### config.mk
export PLATFORM = sky130hd
export DESIGN_NAME = gpio_bus_slave
export DESIGN_NICKNAME = d
export VERILOG_FILES = /design/src/design/gpio_slave_pkg.sv /design/src/design/gpio_bus_slave.sv /design/src/design/read_response.sv /design/src/design/gpo_bank.sv /design/src/design/wait_state_timer.sv /design/src/design/bus_decode.sv
export VERILOG_INCLUDE_DIRS = /design/src /design/src/include
export SDC_FILE = /design/constraint.sdc
export NUM_CORES = 1
export LEC_CHECK = 0
export BUFFER_PORTS_ARGS = -buffer_cell sky130_fd_sc_hd__buf_4
export CELL_PAD_IN_SITES_DETAIL_PLACEMENT = 2
export CELL_PAD_IN_SITES_GLOBAL_PLACEMENT = 2
export CORE_AREA = 2 2 242 244
export CTS_CLUSTER_DIAMETER = 200
export DETAILED_ROUTE_END_ITERATION = 16
export DIE_AREA = 0 0 244 246
export GPL_ROUTABILITY_DRIVEN = 0
export MAX_ROUTING_LAYER = met4
export PLACE_DENSITY = 0.78
export SLEW_MARGIN = 5
export SYNTH_ARGS = -nofsm -noshare
export SYNTH_HDL_FRONTEND = slang
export SYNTH_SLANG_ARGS = --single-unit
### constraint.sdc
create_clock -name BUS -period 3.7 [get_ports BUS]
set_input_delay 0.185 -clock BUS [delete_from_list [all_inputs] [get_ports BUS]]
set_output_delay 0.185 -clock BUS [all_outputs]
set_load 0.05 [all_outputs]
### src/include/gpio_slave_config.svh
/*
  Address map, widths and wait counts of the GPIO bus slave.
  Included by the package and by every module that sizes ports or
  compares against the map. Change the map here only.
*/
`ifndef GPIO_SLAVE_CONFIG_SVH
`define GPIO_SLAVE_CONFIG_SVH

// Bus widths
`define GPIO_DATA_W 32
`define GPIO_ADDR_W 32

// Bank geometry, eight 32-bit words per direction
`define GPIO_WORDS 8
`define GPIO_INDEX_W 3
`define GPIO_PORT_W 256

// Page above address bit 8, base 0x0100_0000
`define GPIO_PAGE 24'h010000

// Region starts within the page
`define GPIO_GPO_OFFSET 8'h00
`define GPIO_GPI_OFFSET 8'h20

// Edges from first sampled valid up to the edge that raises ready
`define GPIO_WRITE_WAIT 3
`define GPIO_READ_WAIT 4

`endif
### src/design/gpio_slave_pkg.sv
/*
  Shared types of the GPIO bus slave.
  The address union gives the raw bus word and its page/offset split;
  the region enum carries the decode result between the stages.
*/
`include "gpio_slave_config.svh"

package gpio_slave_pkg;

	// Field view of a bus address, MSB first
	typedef struct packed {
		logic [`GPIO_ADDR_W-9:0]  page;       // Must match GPIO_PAGE
		logic [1:0]               upper;      // Zero for both banks
		logic                     region_sel; // 0 = GPO, 1 = GPI
		logic [`GPIO_INDEX_W-1:0] word_index; // Word within the bank
		logic [1:0]               byte_lane;  // Nonzero means unaligned
	} bus_addr_fields_t;

	// One address word, read raw or as fields
	typedef union packed {
		logic [`GPIO_ADDR_W-1:0] raw;
		bus_addr_fields_t        fields;
	} bus_addr_u;

	// Decoded target of an access
	typedef enum logic [1:0] {
		REGION_GPO  = 2'b00,
		REGION_GPI  = 2'b01,
		REGION_NONE = 2'b11
	} access_region_t;

endpackage : gpio_slave_pkg

### src/design/gpio_bus_slave.sv
/*
  GPIO bus slave, top level.
  Valid/ready bus slave with eight GPO words (offsets 0x00-0x1C, r/w)
  and eight GPI words (0x20-0x3C, read only) at base 0x0100_0000.
  Writes answer on the 3rd edge after valid, reads on the 4th.
  Stages: decode, wait-state timer, GPO bank, read/response.
*/
`timescale 1ns/1ps
`include "gpio_slave_config.svh"

module gpio_bus_slave (
	// Clock and reset
	input  logic                    BUS,
	input  logic                    arst_n,

	// Bus, master side
	input  logic [`GPIO_ADDR_W-1:0] addr,
	input  logic                    rnw,        // 1 = read, 0 = write
	input  logic [`GPIO_DATA_W-1:0] write_data,
	input  logic                    valid,      // Held until ready is sampled

	// Bus, slave side
	output logic                    ready,      // One-cycle pulse
	output logic                    error,      // Qualified by ready
	output logic [`GPIO_DATA_W-1:0] read_data,  // Qualified by ready on reads

	// GPIO pins
	input  logic [`GPIO_PORT_W-1:0] gp_ip,
	output logic [`GPIO_PORT_W-1:0] gp_op,
	output logic [`GPIO_WORDS-1:0]  gp_op_valid
);

	import gpio_slave_pkg::*;

	access_region_t           region;      // Decode result
	logic [`GPIO_INDEX_W-1:0] word_index;  // Word within bank
	logic                     addr_ok;     // Access is legal
	logic                     access_done; // Timer strobe

	//////////////////////////////////////////////////////////////////////
	// Stage 1, decode
	//////////////////////////////////////////////////////////////////////

	bus_decode u_decode (
		.addr       (addr),  // Raw word into the address union
		.rnw        (rnw),
		.region     (region),
		.word_index (word_index),
		.addr_ok    (addr_ok)
	);

	//////////////////////////////////////////////////////////////////////
	// Stage 2, wait states
	//////////////////////////////////////////////////////////////////////

	wait_state_timer u_timer (
		.BUS         (BUS),
		.arst_n      (arst_n),
		.valid       (valid),
		.rnw         (rnw),
		.access_done (access_done)
	);

	// Stage 3, output bank
	gpo_bank u_gpo (
		.BUS         (BUS),
		.arst_n      (arst_n),
		.access_done (access_done),
		.rnw         (rnw),
		.addr_ok     (addr_ok),
		.word_index  (word_index),
		.write_data  (write_data),
		.gp_op       (gp_op),
		.gp_op_valid (gp_op_valid)
	);

	// Stage 4, response
	read_response u_resp (
		.BUS         (BUS),
		.arst_n      (arst_n),
		.access_done (access_done),
		.rnw         (rnw),
		.addr_ok     (addr_ok),
		.region      (region),
		.word_index  (word_index),
		.gp_op       (gp_op),       // Read-back of the bank
		.gp_ip       (gp_ip),
		.ready       (ready),
		.error       (error),
		.read_data   (read_data)
	);

endmodule : gpio_bus_slave

### src/design/read_response.sv
/*
  Stage 4 of the GPIO slave, read data and response.
  On the access strobe it registers a one-cycle ready, the error flag
  and, for a legal read, the GPO or GPI word picked by region and index.
  read_data holds its last value on writes and errors.
*/
`timescale 1ns/1ps
`include "gpio_slave_config.svh"

module read_response (
	input  logic                           BUS,
	input  logic                           arst_n,
	input  logic                           access_done,
	input  logic                           rnw,
	input  logic                           addr_ok,
	input  gpio_slave_pkg::access_region_t region,
	input  logic [`GPIO_INDEX_W-1:0]       word_index,
	input  logic [`GPIO_PORT_W-1:0]        gp_op,      // Bank contents for read-back
	input  logic [`GPIO_PORT_W-1:0]        gp_ip,      // Input pins, sampled here
	output logic                           ready,
	output logic                           error,
	output logic [`GPIO_DATA_W-1:0]        read_data
);

	import gpio_slave_pkg::*;

	logic [`GPIO_DATA_W-1:0] gpo_word; // Selected output word
	logic [`GPIO_DATA_W-1:0] gpi_word; // Selected input word
	logic [`GPIO_DATA_W-1:0] rd_word;  // Word returned for this read
	logic                    rd_load;  // Legal read completes

	//////////////////////////////////////////////////////////////////////
	// Word select
	//////////////////////////////////////////////////////////////////////

	assign gpo_word = gp_op[word_index*`GPIO_DATA_W +: `GPIO_DATA_W];
	assign gpi_word = gp_ip[word_index*`GPIO_DATA_W +: `GPIO_DATA_W];

	// Only GPO or GPI can reach here with addr_ok set
	assign rd_word = (region == REGION_GPI) ? gpi_word : gpo_word;
	assign rd_load = access_done && rnw && addr_ok;

	//////////////////////////////////////////////////////////////////////
	// Response registers
	//////////////////////////////////////////////////////////////////////

	always_ff @(posedge BUS or negedge arst_n) begin
		if (!arst_n) begin
			ready <= 1'b0;
			error <= 1'b0;
		end
		else begin
			ready <= access_done;             // Pulse, timer restarts after it
			error <= access_done && !addr_ok; // Valid only alongside ready
		end
	end

	always_ff @(posedge BUS or negedge arst_n) begin
		if (!arst_n) begin
			read_data <= '0;
		end
		else if (rd_load) begin
			read_data <= rd_word; // gp_ip sampled on the ready edge
		end
	end

	//////////////////////////////////////////////////////////////////////
	// Checks
	//////////////////////////////////////////////////////////////////////

	// The master relies on a single-cycle pulse
	a_ready_pulse : assert property (
		@(posedge BUS) disable iff (!arst_n)
		ready |=> !ready
	) else $error("ready high for two cycles");

endmodule : read_response

### src/design/gpo_bank.sv
/*
  Stage 3 of the GPIO slave, the GPO register bank.
  Holds the 256 output bits as eight bus words. A legal write strobe
  loads one word and pulses its gp_op_valid bit for a single cycle,
  on the same edge that raises ready.
*/
`timescale 1ns/1ps
`include "gpio_slave_config.svh"

module gpo_bank (
	input  logic                     BUS,
	input  logic                     arst_n,
	input  logic                     access_done, // From the timer
	input  logic                     rnw,
	input  logic                     addr_ok,     // From decode
	input  logic [`GPIO_INDEX_W-1:0] word_index,
	input  logic [`GPIO_DATA_W-1:0]  write_data,
	output logic [`GPIO_PORT_W-1:0]  gp_op,       // Output pins
	output logic [`GPIO_WORDS-1:0]   gp_op_valid  // Per-word update pulse
);

	logic                   wr_strobe; // Legal write completes this cycle
	logic [`GPIO_WORDS-1:0] word_sel;  // One-hot word enable

	// A legal write is always GPO, decode already rejected GPI writes
	assign wr_strobe = access_done && !rnw && addr_ok;

	always_comb begin
		word_sel = '0;
		word_sel[word_index] = wr_strobe;
	end

	//////////////////////////////////////////////////////////////////////
	// Output words and pulses
	//////////////////////////////////////////////////////////////////////

	always_ff @(posedge BUS or negedge arst_n) begin
		if (!arst_n) begin
			gp_op       <= '0;
			gp_op_valid <= '0;
		end
		else begin
			gp_op_valid <= word_sel; // High for one cycle only
			for (int w = 0; w < `GPIO_WORDS; w++) begin
				if (word_sel[w]) begin
					gp_op[w*`GPIO_DATA_W +: `GPIO_DATA_W] <= write_data;
				end
			end
		end
	end

	//////////////////////////////////////////////////////////////////////
	// Checks
	//////////////////////////////////////////////////////////////////////

	// At most one word updates per access
	a_op_valid_onehot : assert property (
		@(posedge BUS) disable iff (!arst_n)
		$onehot0(gp_op_valid)
	) else $error("gp_op_valid not one-hot");

	// A pulse traces back to a legal write strobe and does not linger
	a_op_valid_pulse : assert property (
		@(posedge BUS) disable iff (!arst_n)
		|gp_op_valid |-> $past(wr_strobe) ##1 (gp_op_valid == '0)
	) else $error("gp_op_valid without a write or longer than a cycle");

endmodule : gpo_bank

### src/design/wait_state_timer.sv
/*
  Stage 2 of the GPIO slave, wait-state timer.
  Counts edges while valid is held and strobes access_done in the cycle
  before the edge that answers (edge 3 for writes, edge 4 for reads).
  Dropping valid aborts the access and clears the count.
*/
`timescale 1ns/1ps
`include "gpio_slave_config.svh"

module wait_state_timer (
	input  logic BUS,        // Bus clock
	input  logic arst_n,
	input  logic valid,      // Level held by master
	input  logic rnw,        // Picks the wait length
	output logic access_done // One cycle, consumed on the next edge
);

	logic [1:0] wait_cnt; // Edges seen with valid high
	logic [1:0] last_cnt; // Count at which the access completes

	//////////////////////////////////////////////////////////////////////
	// Terminal count
	//////////////////////////////////////////////////////////////////////

	// Response is registered, so the strobe fires one count early
	assign last_cnt = rnw ? 2'(`GPIO_READ_WAIT - 1) : 2'(`GPIO_WRITE_WAIT - 1);

	assign access_done = valid && (wait_cnt == last_cnt);

	//////////////////////////////////////////////////////////////////////
	// Counter
	//////////////////////////////////////////////////////////////////////

	always_ff @(posedge BUS or negedge arst_n) begin
		if (!arst_n) begin
			wait_cnt <= 2'd0;
		end
		else if (!valid) begin
			wait_cnt <= 2'd0; // Idle or aborted access
		end
		else if (access_done) begin
			wait_cnt <= 2'd0; // Restart so a held valid begins the next access
		end
		else begin
			wait_cnt <= wait_cnt + 2'd1;
		end
	end

	//////////////////////////////////////////////////////////////////////
	// Checks
	//////////////////////////////////////////////////////////////////////

	// Strobe only once valid was held over every earlier edge of the wait
	a_done_after_wait : assert property (
		@(posedge BUS) disable iff (!arst_n)
		access_done |-> $past(valid, 1) && $past(valid, `GPIO_WRITE_WAIT - 1)
			&& (!rnw || $past(valid, `GPIO_READ_WAIT - 1))
	) else $error("access_done before valid was held for the wait");

endmodule : wait_state_timer

### src/design/bus_decode.sv
/*
  Stage 1 of the GPIO slave, address decode.
  Purely combinational: splits the held bus address into region and
  word index and flags whether the access is legal for its direction.
*/
`timescale 1ns/1ps
`include "gpio_slave_config.svh"

module bus_decode (
	input  gpio_slave_pkg::bus_addr_u      addr,       // Held by master while valid
	input  logic                           rnw,        // 1 = read
	output gpio_slave_pkg::access_region_t region,
	output logic [`GPIO_INDEX_W-1:0]       word_index,
	output logic                           addr_ok
);

	import gpio_slave_pkg::*;

	logic       page_ok;     // Upper address bits hit our page
	logic       aligned;     // Byte lane is zero
	logic [7:0] offset_base; // In-page offset with index and lane stripped

	//////////////////////////////////////////////////////////////////////
	// Address fields
	//////////////////////////////////////////////////////////////////////

	assign page_ok     = (addr.raw[`GPIO_ADDR_W-1:8] == `GPIO_PAGE);
	assign aligned     = (addr.fields.byte_lane == 2'b00);
	assign offset_base = {addr.fields.upper, addr.fields.region_sel, 5'd0};
	assign word_index  = addr.fields.word_index; // Same slot in both banks

	//////////////////////////////////////////////////////////////////////
	// Region select
	//////////////////////////////////////////////////////////////////////

	always_comb begin
		if (!page_ok) begin
			region = REGION_NONE; // Foreign page
		end
		else if (offset_base == `GPIO_GPO_OFFSET) begin
			region = REGION_GPO;
		end
		else if (offset_base == `GPIO_GPI_OFFSET) begin
			region = REGION_GPI;
		end
		else begin
			region = REGION_NONE; // Above 0x3C in the page
		end
	end

	// Legality per direction
	// GPO is read/write, GPI read only, everything must be word aligned
	always_comb begin
		case (region)
			REGION_GPO: addr_ok = aligned;
			REGION_GPI: addr_ok = aligned && rnw; // Writes to inputs are errors
			default:    addr_ok = 1'b0;
		endcase
	end

endmodule : bus_decode

# Word level (Yosys, flattened, before mapping)
# Cells that the tools add are included.
# Widths: inputs -> output; s select.
totals:
  reg_bits: 300
  latch_bits: 0
  mem_bits_rw: 0
  romBits: 0
  in_bits: 324
  elab_cells: 46
  mem_count: 0
op_classes:
  n_addsub: 1
  multipliers: 0
  div: 0
  n_lt_le_gt_ge: 2
  n_eq_ne: 4
  n_shift: 2
  mux: 10
  bitwise: 1
  reduce_logical: 13
ops:
  columns: ["op", "n"]
  rows:
  - ["$shiftx 256x9->32", 2]
  - ["$mux 32", 1]
  - ["$eq 24x17->1 const B", 1]
  - ["$mux 2", 5]
  - ["$and 8x8->8", 1]
  - ["$logic_and 1x1->1", 8]
  - ["$logic_not 8->1", 1]
  - ["$logic_not 2->1", 2]
  - ["$lt 3x4->1 const B", 1]
  - ["$demux 1 s3", 1]
  - ["$eq 3x1->1 const B", 1]
  - ["$ge 3x1->1 const B", 1]
  - ["$add 2x1->2 const B", 1]
  - ["$eq 2x1->1 const B", 1]
  - ["$eq 2x2->1", 1]
  - ["$logic_not 1->1", 2]
  - ["$mux 1", 2]
  - ["$pmux 1 s2", 1]

# Longest topological paths before layout
# Gate-level depths: netlist of run 1.
logic_depth:
  word_depth: 8
  ltp_mapped: 9
  mapped_depth_nobuf: 5

# Cells and area by module
# Synthesis of run 1 repeated with hierarchy kept, for this count alone.
hier_totals:
  cells_unflattened: 1535
  hier_area_um2: 15381.0
modules_own_cells:
  columns: ["mod", "n_inst", "cells_per_inst", "area_each_um2"]
  rows:
  - ["gpo_bank", 1, 562, 9828.2]
  - ["read_response", 1, 945, 5343.9]
  - ["bus_decode", 1, 18, 115.1]
  - ["wait_state_timer", 1, 10, 93.8]

# Least setup slack after synthesis of run 1
# OpenSTA, ideal clock, no wires.
synth_timing:
  path_type: "reg-to-reg"
  start: "reg u_timer.wait_cnt[0]"
  end: "reg u_gpo.gp_op[161]"
  arrival_time_ps: 1963
  path_slack_ps: 1612
  path_stages_with_launch: 6
  synth_period_minus_slack_ps: 2088
  path_cell_list: "dfrtp_1 > nor4_2 > nand4_2 > nor3_4 > buf_4 > mux2_2"
synth_via:
  elab_chain_cells: 5
synth_lines:
  columns: ["item", "line_no", "rtl"]
  rows:
  - ["start, declared", "wait_state_timer.sv:18", "logic [1:0] wait_cnt;"]
  - ["start signal, assigned", "wait_state_timer.sv:45", "wait_cnt <= wait_cnt + 2'd1;"]
  - ["$eq 2x2->1", "wait_state_timer.sv:28", "assign access_done = valid && (wait_cnt == last_cnt);"]
  - ["$logic_and 1x1->1", "wait_state_timer.sv:28", null]
  - ["$logic_and 1x1->1 (2 in a row)", "gpo_bank.sv:26", "assign wr_strobe = access_done && !rnw && addr_ok;"]
  - ["$and 8x8->8 (no line)", null, null]
  - ["end signal, assigned by index", "gpo_bank.sv:46", "gp_op[w*`GPIO_DATA_W +: `GPIO_DATA_W] <= write_data;"]
  - ["end, declared", "gpo_bank.sv:18", "output logic [`GPIO_PORT_W-1:0] gp_op,"]
# Every way passes these cells.
# A chain may end at the register's enable or synchronous reset.

# Worst setup path in the final report of run 1
layout_timing:
  start: "reg u_timer.wait_cnt[0]"
  end: "reg u_gpo.gp_op[226]"
# Same word-level chain as after synthesis.

==> results by group, run 1 <==
Placement
  • Worst slack at placement: 0.8760 ns
  • DP Area: 0.02089 mm2
  • DP HPWL: 54.70 mm
  • I/O Buffers: 621

Finish
  • Syn-to-layout area delta: 46.74%
  • Design area: 0.02245 mm2
  • Net count, final: 2,055
  • Fraction of layout cells with a size suffix above 1: 0.5103
  • Fillers: 5,883

Timing
  • Clock Skew: 0.01539 ns
  • Post-layout min period: 2.492 ns
  • Final setup vio count: 0
  • Fin. max-slew vios: 0
  • Max Fclk: 401.3 MHz
  • Unrepaired setup endpoints after global routing: no
  • Part of the cycle the worst path needs: 0.6734
  • Setup TNS: 0 ns
  • Worst-Margin Slew: 0.9602 ns
  • Hold Violations, Final: 0
  • Worst rel slew slack: 0.3549
  • Post-route setup slack: 1.208 ns

Drt
  • WL/cell: 29.42 um
  • Vias: 12,883
  • Post-route ant nets: 0
  • Vias per cell: 5.104
  • Detailed Route Iter0 Violations: 595
  • Routed WL: 74.25 mm
  • First-pass iteration count of the detailed router: 5
  • DRC viols: 0

Global route
  • Vias in the first global route: 14,615
  • GRT Total Usage: 0.2485
  • Pin count of the biggest net entering global routing: 105
  • GRT overflow: 0
  • First-pass GRT wire length: 105.9 mm
  • Antenna violations before repair: 3

Yosys
  • Most frequent cell after synthesis: dfrtp_1
  • Area leader, netlist: dfrtp_1
  • Post-synth EDFFs: 0
  • Synth top area share: 0.4908
  • Net Count, Synth: 1,410
  • Ys flop type: dfrtp_1
  • Number of synthesized register bits: 300
  • Top post-synthesis cells by area: dfrtp_1 (49%), mux4_2 (14%), mux2_1 (14%), mux2_2 (4.9%), mux2i_1 (4.2%)
  • Post-synth top cells: dfrtp_1 (300), mux2_1 (189), nand2_1 (103)
  • Gate Count Post-Synth: 1,086
  • Register area share after synthesis: 0.4908
  • Ys Warns: 0
  • Synth cell types: 40
  • Fraction of registers with async set/reset: 1.000
  • Synth Cell Area: 0.01530 mm2
  • Syn_area_per_cell: 14.09 um2

Critical path
  • R2R depth: 6
  • Worst setup EP type: register
  • CP arrival: 2.91 ns
  • Worst Setup Start Kind: register
  • Reg-to-reg setup timing slack: 1.21 ns
  • Reg2reg end: u_gpo.gp_op[226]$_DFFE_PN0P_
  • Worst reg2reg startpoint: u_timer.wait_cnt[0]$_DFF_PN0_
  • CP Data Required Time: 4.12 ns
  • Crit Path Max Fanout: 20
  • Crit path kind: reg2reg

Power and ir drop
  • Cell leakage power: 0.01160 uW
  • Power per cell area: 345.6 mW/mm2
  • VDD IR max: 0.2610 mV

Floorplanning
  • Area of the die: 0.06002 mm2
  • Core Rows: 88
  • Core Box Area: 0.05737 mm2
  • # IOs: 622
  • Die Width: 244 um
  • Die Y: 246 um
  • Initial Util: 0.2667

Clock network
  • Clk_lat worst skew: 0.55 ns
  • Post-CTS Setup Bufs: 0
  • Clk root buf: clkbuf_16
  • Resized cells post-CTS: 0
  • Sink Count: 300
  • CTS H-tree lvls: 2
  • Clock Pin Slew Worst Setup and Hold Paths: 0.06 ns
  • CTS tree: built
  • Hold_buf cts: 35
  • Number of CTS-inserted buffers: 37
  • Clock Tree Buf Depth: 3

Hold path
  • Worst Hold End: u_resp.error$_DFF_PN0_
  • Worst hold start: addr[1]
  • Worst min path class: in2reg
  • Hold Path Stages: 4

Job
  • Max cap viols: 0

Outcome
  • Status: finished, final reports clean
-- layer usage --
layer	up-vias	track usage	part of all wire
met4	0	0.08339	0.035
met3	109	0.06460	0.066
met1	6831	0.2891	0.40
li1	5453	-	-
met5	-	-	0
met2	490	0.4175	0.50
-- cells by family (layout without fill, tap and decap cells) --
logic type | after synthesis | count (layout) | share of synthesized area
and+or+nand+nor | 183 | 183 | 0.06134
other | 0 | 3 | 0
AOI/OAI and AO/OA | 99 | 99 | 0.04842
buffers and inverters | 87 | 757 | 0.02724
DFF | 300 | 300 | 0.4908
muxes | 416 | 416 | 0.3717
xor gates and xnor gates | 1 | 1 | 0.0005727
-- cells in the final DEF, fill, tap and decap left out, types with 2 or more instances in the layout --
master	instances
mux4_2	96
clkinv_8	2
diode_2	3
o21ai_0	33
buf_4	651
nor2_1	4
clkinv_2	5
dfrtp_1	300
nand4_4	4
nand2b_1	2
mux2i_1	64
nand3_4	2
dlygate4sd3_1	35
nand3_1	33
nand4_1	2
mux2_1	189
a32o_1	32
nor3_4	2
clkbuf_16	37
nor2_4	2
nand2_1	103
nor4_1	12
clkbuf_8	10
buf_8	2
a22oi_1	32
buf_12	3
clkbuf_1	7
mux2_2	67
-- flip-flops by register name, indices dropped and copies added (netlist names) --
signal / cells
u_timer.wait_cnt: 2
u_resp.read_data: 32
u_gpo.gp_op_valid: 8
u_gpo.gp_op: 256
u_resp.error: 1
u_resp.ready: 1
-- area by class of cell --
class	count	area (um2)	share of cell area
flip-flops and latches	300	7507	0.3344
multi-input cells	699	7445	0.3317
repair buffers	691	5328	0.2373
clock buffers	54	1090	0.04855
well taps	765	957.2	0.04264
clock inverters	10	105.1	0.004682
inverters	2	7.507	0.0003344
diodes	3	7.507	0.0003344
-- worst max-delay path, cell delays in order (launching register included) --
cell	delay, ns
dfrtp_1	0.45
nor4_2	0.28
buf_4	0.25
and4_4	0.29
nand3_4	0.27
buf_4	0.42
mux2_1	0.38
-- worst max path at each step --
stage	startpoint	slack [ns]	end	cells past startpoint
6_report	u_timer.wait_cnt[0]$_DFF_PN0_	1.21	u_gpo.gp_op[226]$_DFFE_PN0P_	6
4_1_cts	u_timer.wait_cnt[0]$_DFF_PN0_	1.17	u_gpo.gp_op[196]$_DFFE_PN0P_	6
3_3_place_gp	addr[17]	0.95	u_gpo.gp_op[114]$_DFFE_PN0P_	7
3_5_place_dp	addr[17]	0.88	u_gpo.gp_op[45]$_DFFE_PN0P_	7
2_1_floorplan	u_timer.wait_cnt[0]$_DFF_PN0_	1.61	u_gpo.gp_op[161]$_DFFE_PN0P_	5
5_1_grt	u_timer.wait_cnt[0]$_DFF_PN0_	1.09	u_gpo.gp_op[240]$_DFFE_PN0P_	6
-- power by group --
group          total, uW  switching (uW)  internal, uW
Sequential          3290            2.60          3280
Combinational        863             426           436
Clock               3610            1490          2120
Total               7760            1920          5840
-- through the flow --
stage               power [uW]  utilization  cells  hold slack, ns
floorplan                 3657            -   1086         -0.1106
global placement          4163       0.3642   2422          0.3141
detailed placement        4179       0.3642   2422          0.3238
CTS                       7847       0.3912   2521         0.03790
global route              8035       0.3913   2524         0.09391
finish                    7757       0.3913   2524         0.06008
Note: power is estimated with default switching activity, not from simulation.
==> inputs of run 2 (changes only) <==
CORE_AREA = 2 2 244 246   (was 2 2 242 244)
DIE_AREA = 0 0 246 248   (was 0 0 244 246)
PLACE_DENSITY = 0.8   (was 0.78)
clock period = 2.15 ns   (was 3.7 ns; I/O delays follow)
==> run 2 against run 1 <==
  * Register-to-register slack worse by 1.1 ns
  * Global-route usage up 0.94 points
  * Total power grew 83%
  * Setup slack worse by 1.1 ns
  * Flip-flop and latch count is the same
  * Core utilization grew 1.0 points
  * Combinational power increased by 90%
  * Sequential power is 72% higher
==> results by group, run 2 (synthesized netlist as in run 1, its figures left out) <==
Clock network
  • Clock Tree Buf Depth: 3
  • Clock Pin Slew Worst Setup and Hold Paths: 0.06 ns
  • CTS tree: built
  • Clk_lat worst skew: 0.58 ns
  • Number of CTS-inserted buffers: 37
  • Clk root buf: clkbuf_16
  • Sink Count: 300
  • CTS H-tree lvls: 2

Placement
  • DP HPWL: 59.31 mm
  • DP Area: 0.02165 mm2
  • Worst slack at placement: -0.3100 ns
  • I/O Buffers: 621

Timing
  • Clock Skew: 0.03658 ns
  • Worst rel slew slack: 0.3937
  • Post-route setup slack: 0.07305 ns
  • Part of the cycle the worst path needs: 0.9660
  • Unrepaired setup endpoints after global routing: no
  • Hold Violations, Final: 0
  • Worst-Margin Slew: 0.9025 ns
  • Max Fclk: 481.5 MHz
  • Fin. max-slew vios: 0
  • Post-layout min period: 2.077 ns
  • Final setup vio count: 0

Drt
  • Vias per cell: 5.065
  • First-pass iteration count of the detailed router: 4
  • DRC viols: 0
  • WL/cell: 30.31 um
  • Post-route ant nets: 0
  • Vias: 13,188
  • Detailed Route Iter0 Violations: 578
  • Routed WL: 78.93 mm

Critical path
  • Worst Setup Start Kind: register
  • CP arrival: 2.52 ns
  • Ordered list of cells on the worst path: nor4_4, buf_6, nand4_4, nor3_4, buf_4, buf_12, mux2_2
  • Worst setup EP type: register
  • CP max stage cell: dfrtp_2
  • Crit path kind: reg2reg
  • R2R depth: 7
  • Crit Path Max Fanout: 13
  • CP max stage delay: 0.44 ns
  • Reg-to-reg setup timing slack: 0.07 ns
  • CP Data Required Time: 2.59 ns

Finish
  • Final Util: 0.4014
  • Net count, final: 2,123
  • Most frequent cells in the layout: buf_4 (689), dfrtp_1 (299), mux2_1 (189), nand2_1 (103), mux4_2 (96)
  • Syn-to-layout area delta: 53.39%
  • Design area: 0.02347 mm2
  • Commonest non-fill, non-tap cell in the layout: buf_4
  • Largest register FFs: 256
  • Largest regs: u_gpo.gp_op x256, u_resp.read_data x32, u_gpo.gp_op_valid x8
  • Fillers: 5,914
  • Top reg by flops: u_gpo.gp_op
  • Fraction of layout cells with a size suffix above 1: 0.5290

Power and ir drop
  • Sw Share: 0.2513
  • Cell leakage power: 0.01209 uW
  • Tot Pwr: 14,170 uW
  • Clock power share: 0.485
  • Internal power: 10,610 uW
  • Gate power share: 0.116
  • Power per cell area: 603.9 mW/mm2
  • VDD IR max: 0.5121 mV
  • P_sw: 3562 uW
  • Reg power frac: 0.399

Global route
  • Vias in the first global route: 14,946
  • GRT met2 Usage: 0.4518
  • Pin count of the biggest net entering global routing: 77
  • GRT Total Usage: 0.2578
  • Met3 track demand over resource: 0.05017
  • Antenna violations before repair: 3
  • First-pass GRT wire length: 110.4 mm
  • GRT overflow: 0
  • Grt met1 use: 0.2867
  • GRT busiest layer: met2

Floorplanning
  • Initial Util: 0.2617
  • Die Y: 248 um
  • Area of the die: 0.06101 mm2
  • Die Width: 246 um
  • Core Box Area: 0.05846 mm2
  • # IOs: 622
  • Core Rows: 89

Hold path
  • Worst min path class: in2async

Job
  • Max cap viols: 0

Outcome
  • Status: finished, final reports clean
run 2: repair_timing:
action	4_1_cts	5_1_grt
setup endpoints to repair	187	52
pin swaps	1	1
buffers inserted	1	4
gates resized for setup	1	3
hold buffers	38	0
gates cloned	0	1
hold endpoints to repair	559	0
run 2: worst paths after layout:
kind                                                      start                               to
min in group BUS                                        addr[5]           u_resp.error$_DFF_PN0_
max in group asynchronous                                arst_n     u_gpo.gp_op[241]$_DFFE_PN0P_
worst max register to register    u_timer.wait_cnt[0]$_DFF_PN0_     u_gpo.gp_op[153]$_DFFE_PN0P_
worst max-delay path              u_timer.wait_cnt[0]$_DFF_PN0_     u_gpo.gp_op[153]$_DFFE_PN0P_
worst min-delay path                                     arst_n      u_gpo.gp_op[18]$_DFFE_PN0P_
worst min register to register  u_resp.read_data[5]$_DFFE_PN0P_  u_resp.read_data[5]$_DFFE_PN0P_
run 2: layout make-up:
cell class / count / area [um2] / area share
antenna: 3 / 7.507 / 0.0003199
clock buffer: 55 / 1114 / 0.04746
clock inverter: 13 / 227.7 / 0.009705
inverter: 2 / 7.507 / 0.0003199
multi-input combinational: 699 / 7462 / 0.3180
sequential: 300 / 7508 / 0.3200
tap: 773 / 967.2 / 0.04122
timing repair buffer: 759 / 6171 / 0.2630
run 2: per-layer routing:
| layer | vias to the layer above | part of all wire |
|---|---|---|
| met2 | 515 | 0.53 |
| met4 | 0 | 0.039 |
| met1 | 6970 | 0.38 |
| met5 | - | 0 |
| met3 | 122 | 0.059 |
| li1 | 5581 | - |
run 2: worst max-delay path: cells and delay by family, from the launching register on:
kind | cells | cell delay, ns
buffers and inverters | 3 | 0.49
AND/OR/NAND/NOR | 3 | 0.66
multiplexers | 1 | 0.35
flip-flops | 1 | 0.44
run 2: power by group through the flow:
stage / combinational (uW) / clock, uW / sequential [uW]
2_1_floorplan: 532 / 0 / 5760
3_3_place_gp: 1540 / 0 / 5760
3_5_place_dp: 1570 / 0 / 5760
4_1_cts: 1650 / 7000 / 5660
5_1_grt: 1750 / 7210 / 5650
6_report: 1640 / 6870 / 5660
run 2: stage by stage:
| step | setup TNS, ns | hold slack [ns] | std cells |
|---|---|---|---|
| 3_3_place_gp | -29.09 | 0.03855 | 2489 |
| 5_1_grt | 0 | 0.04888 | 2604 |
| 6_report | 0 | 0.02746 | 2604 |
| 4_1_cts | 0 | 0.01455 | 2596 |
| 2_1_floorplan | 0 | -0.1881 | 1086 |
| 3_5_place_dp | -38.83 | 0.04171 | 2489 |
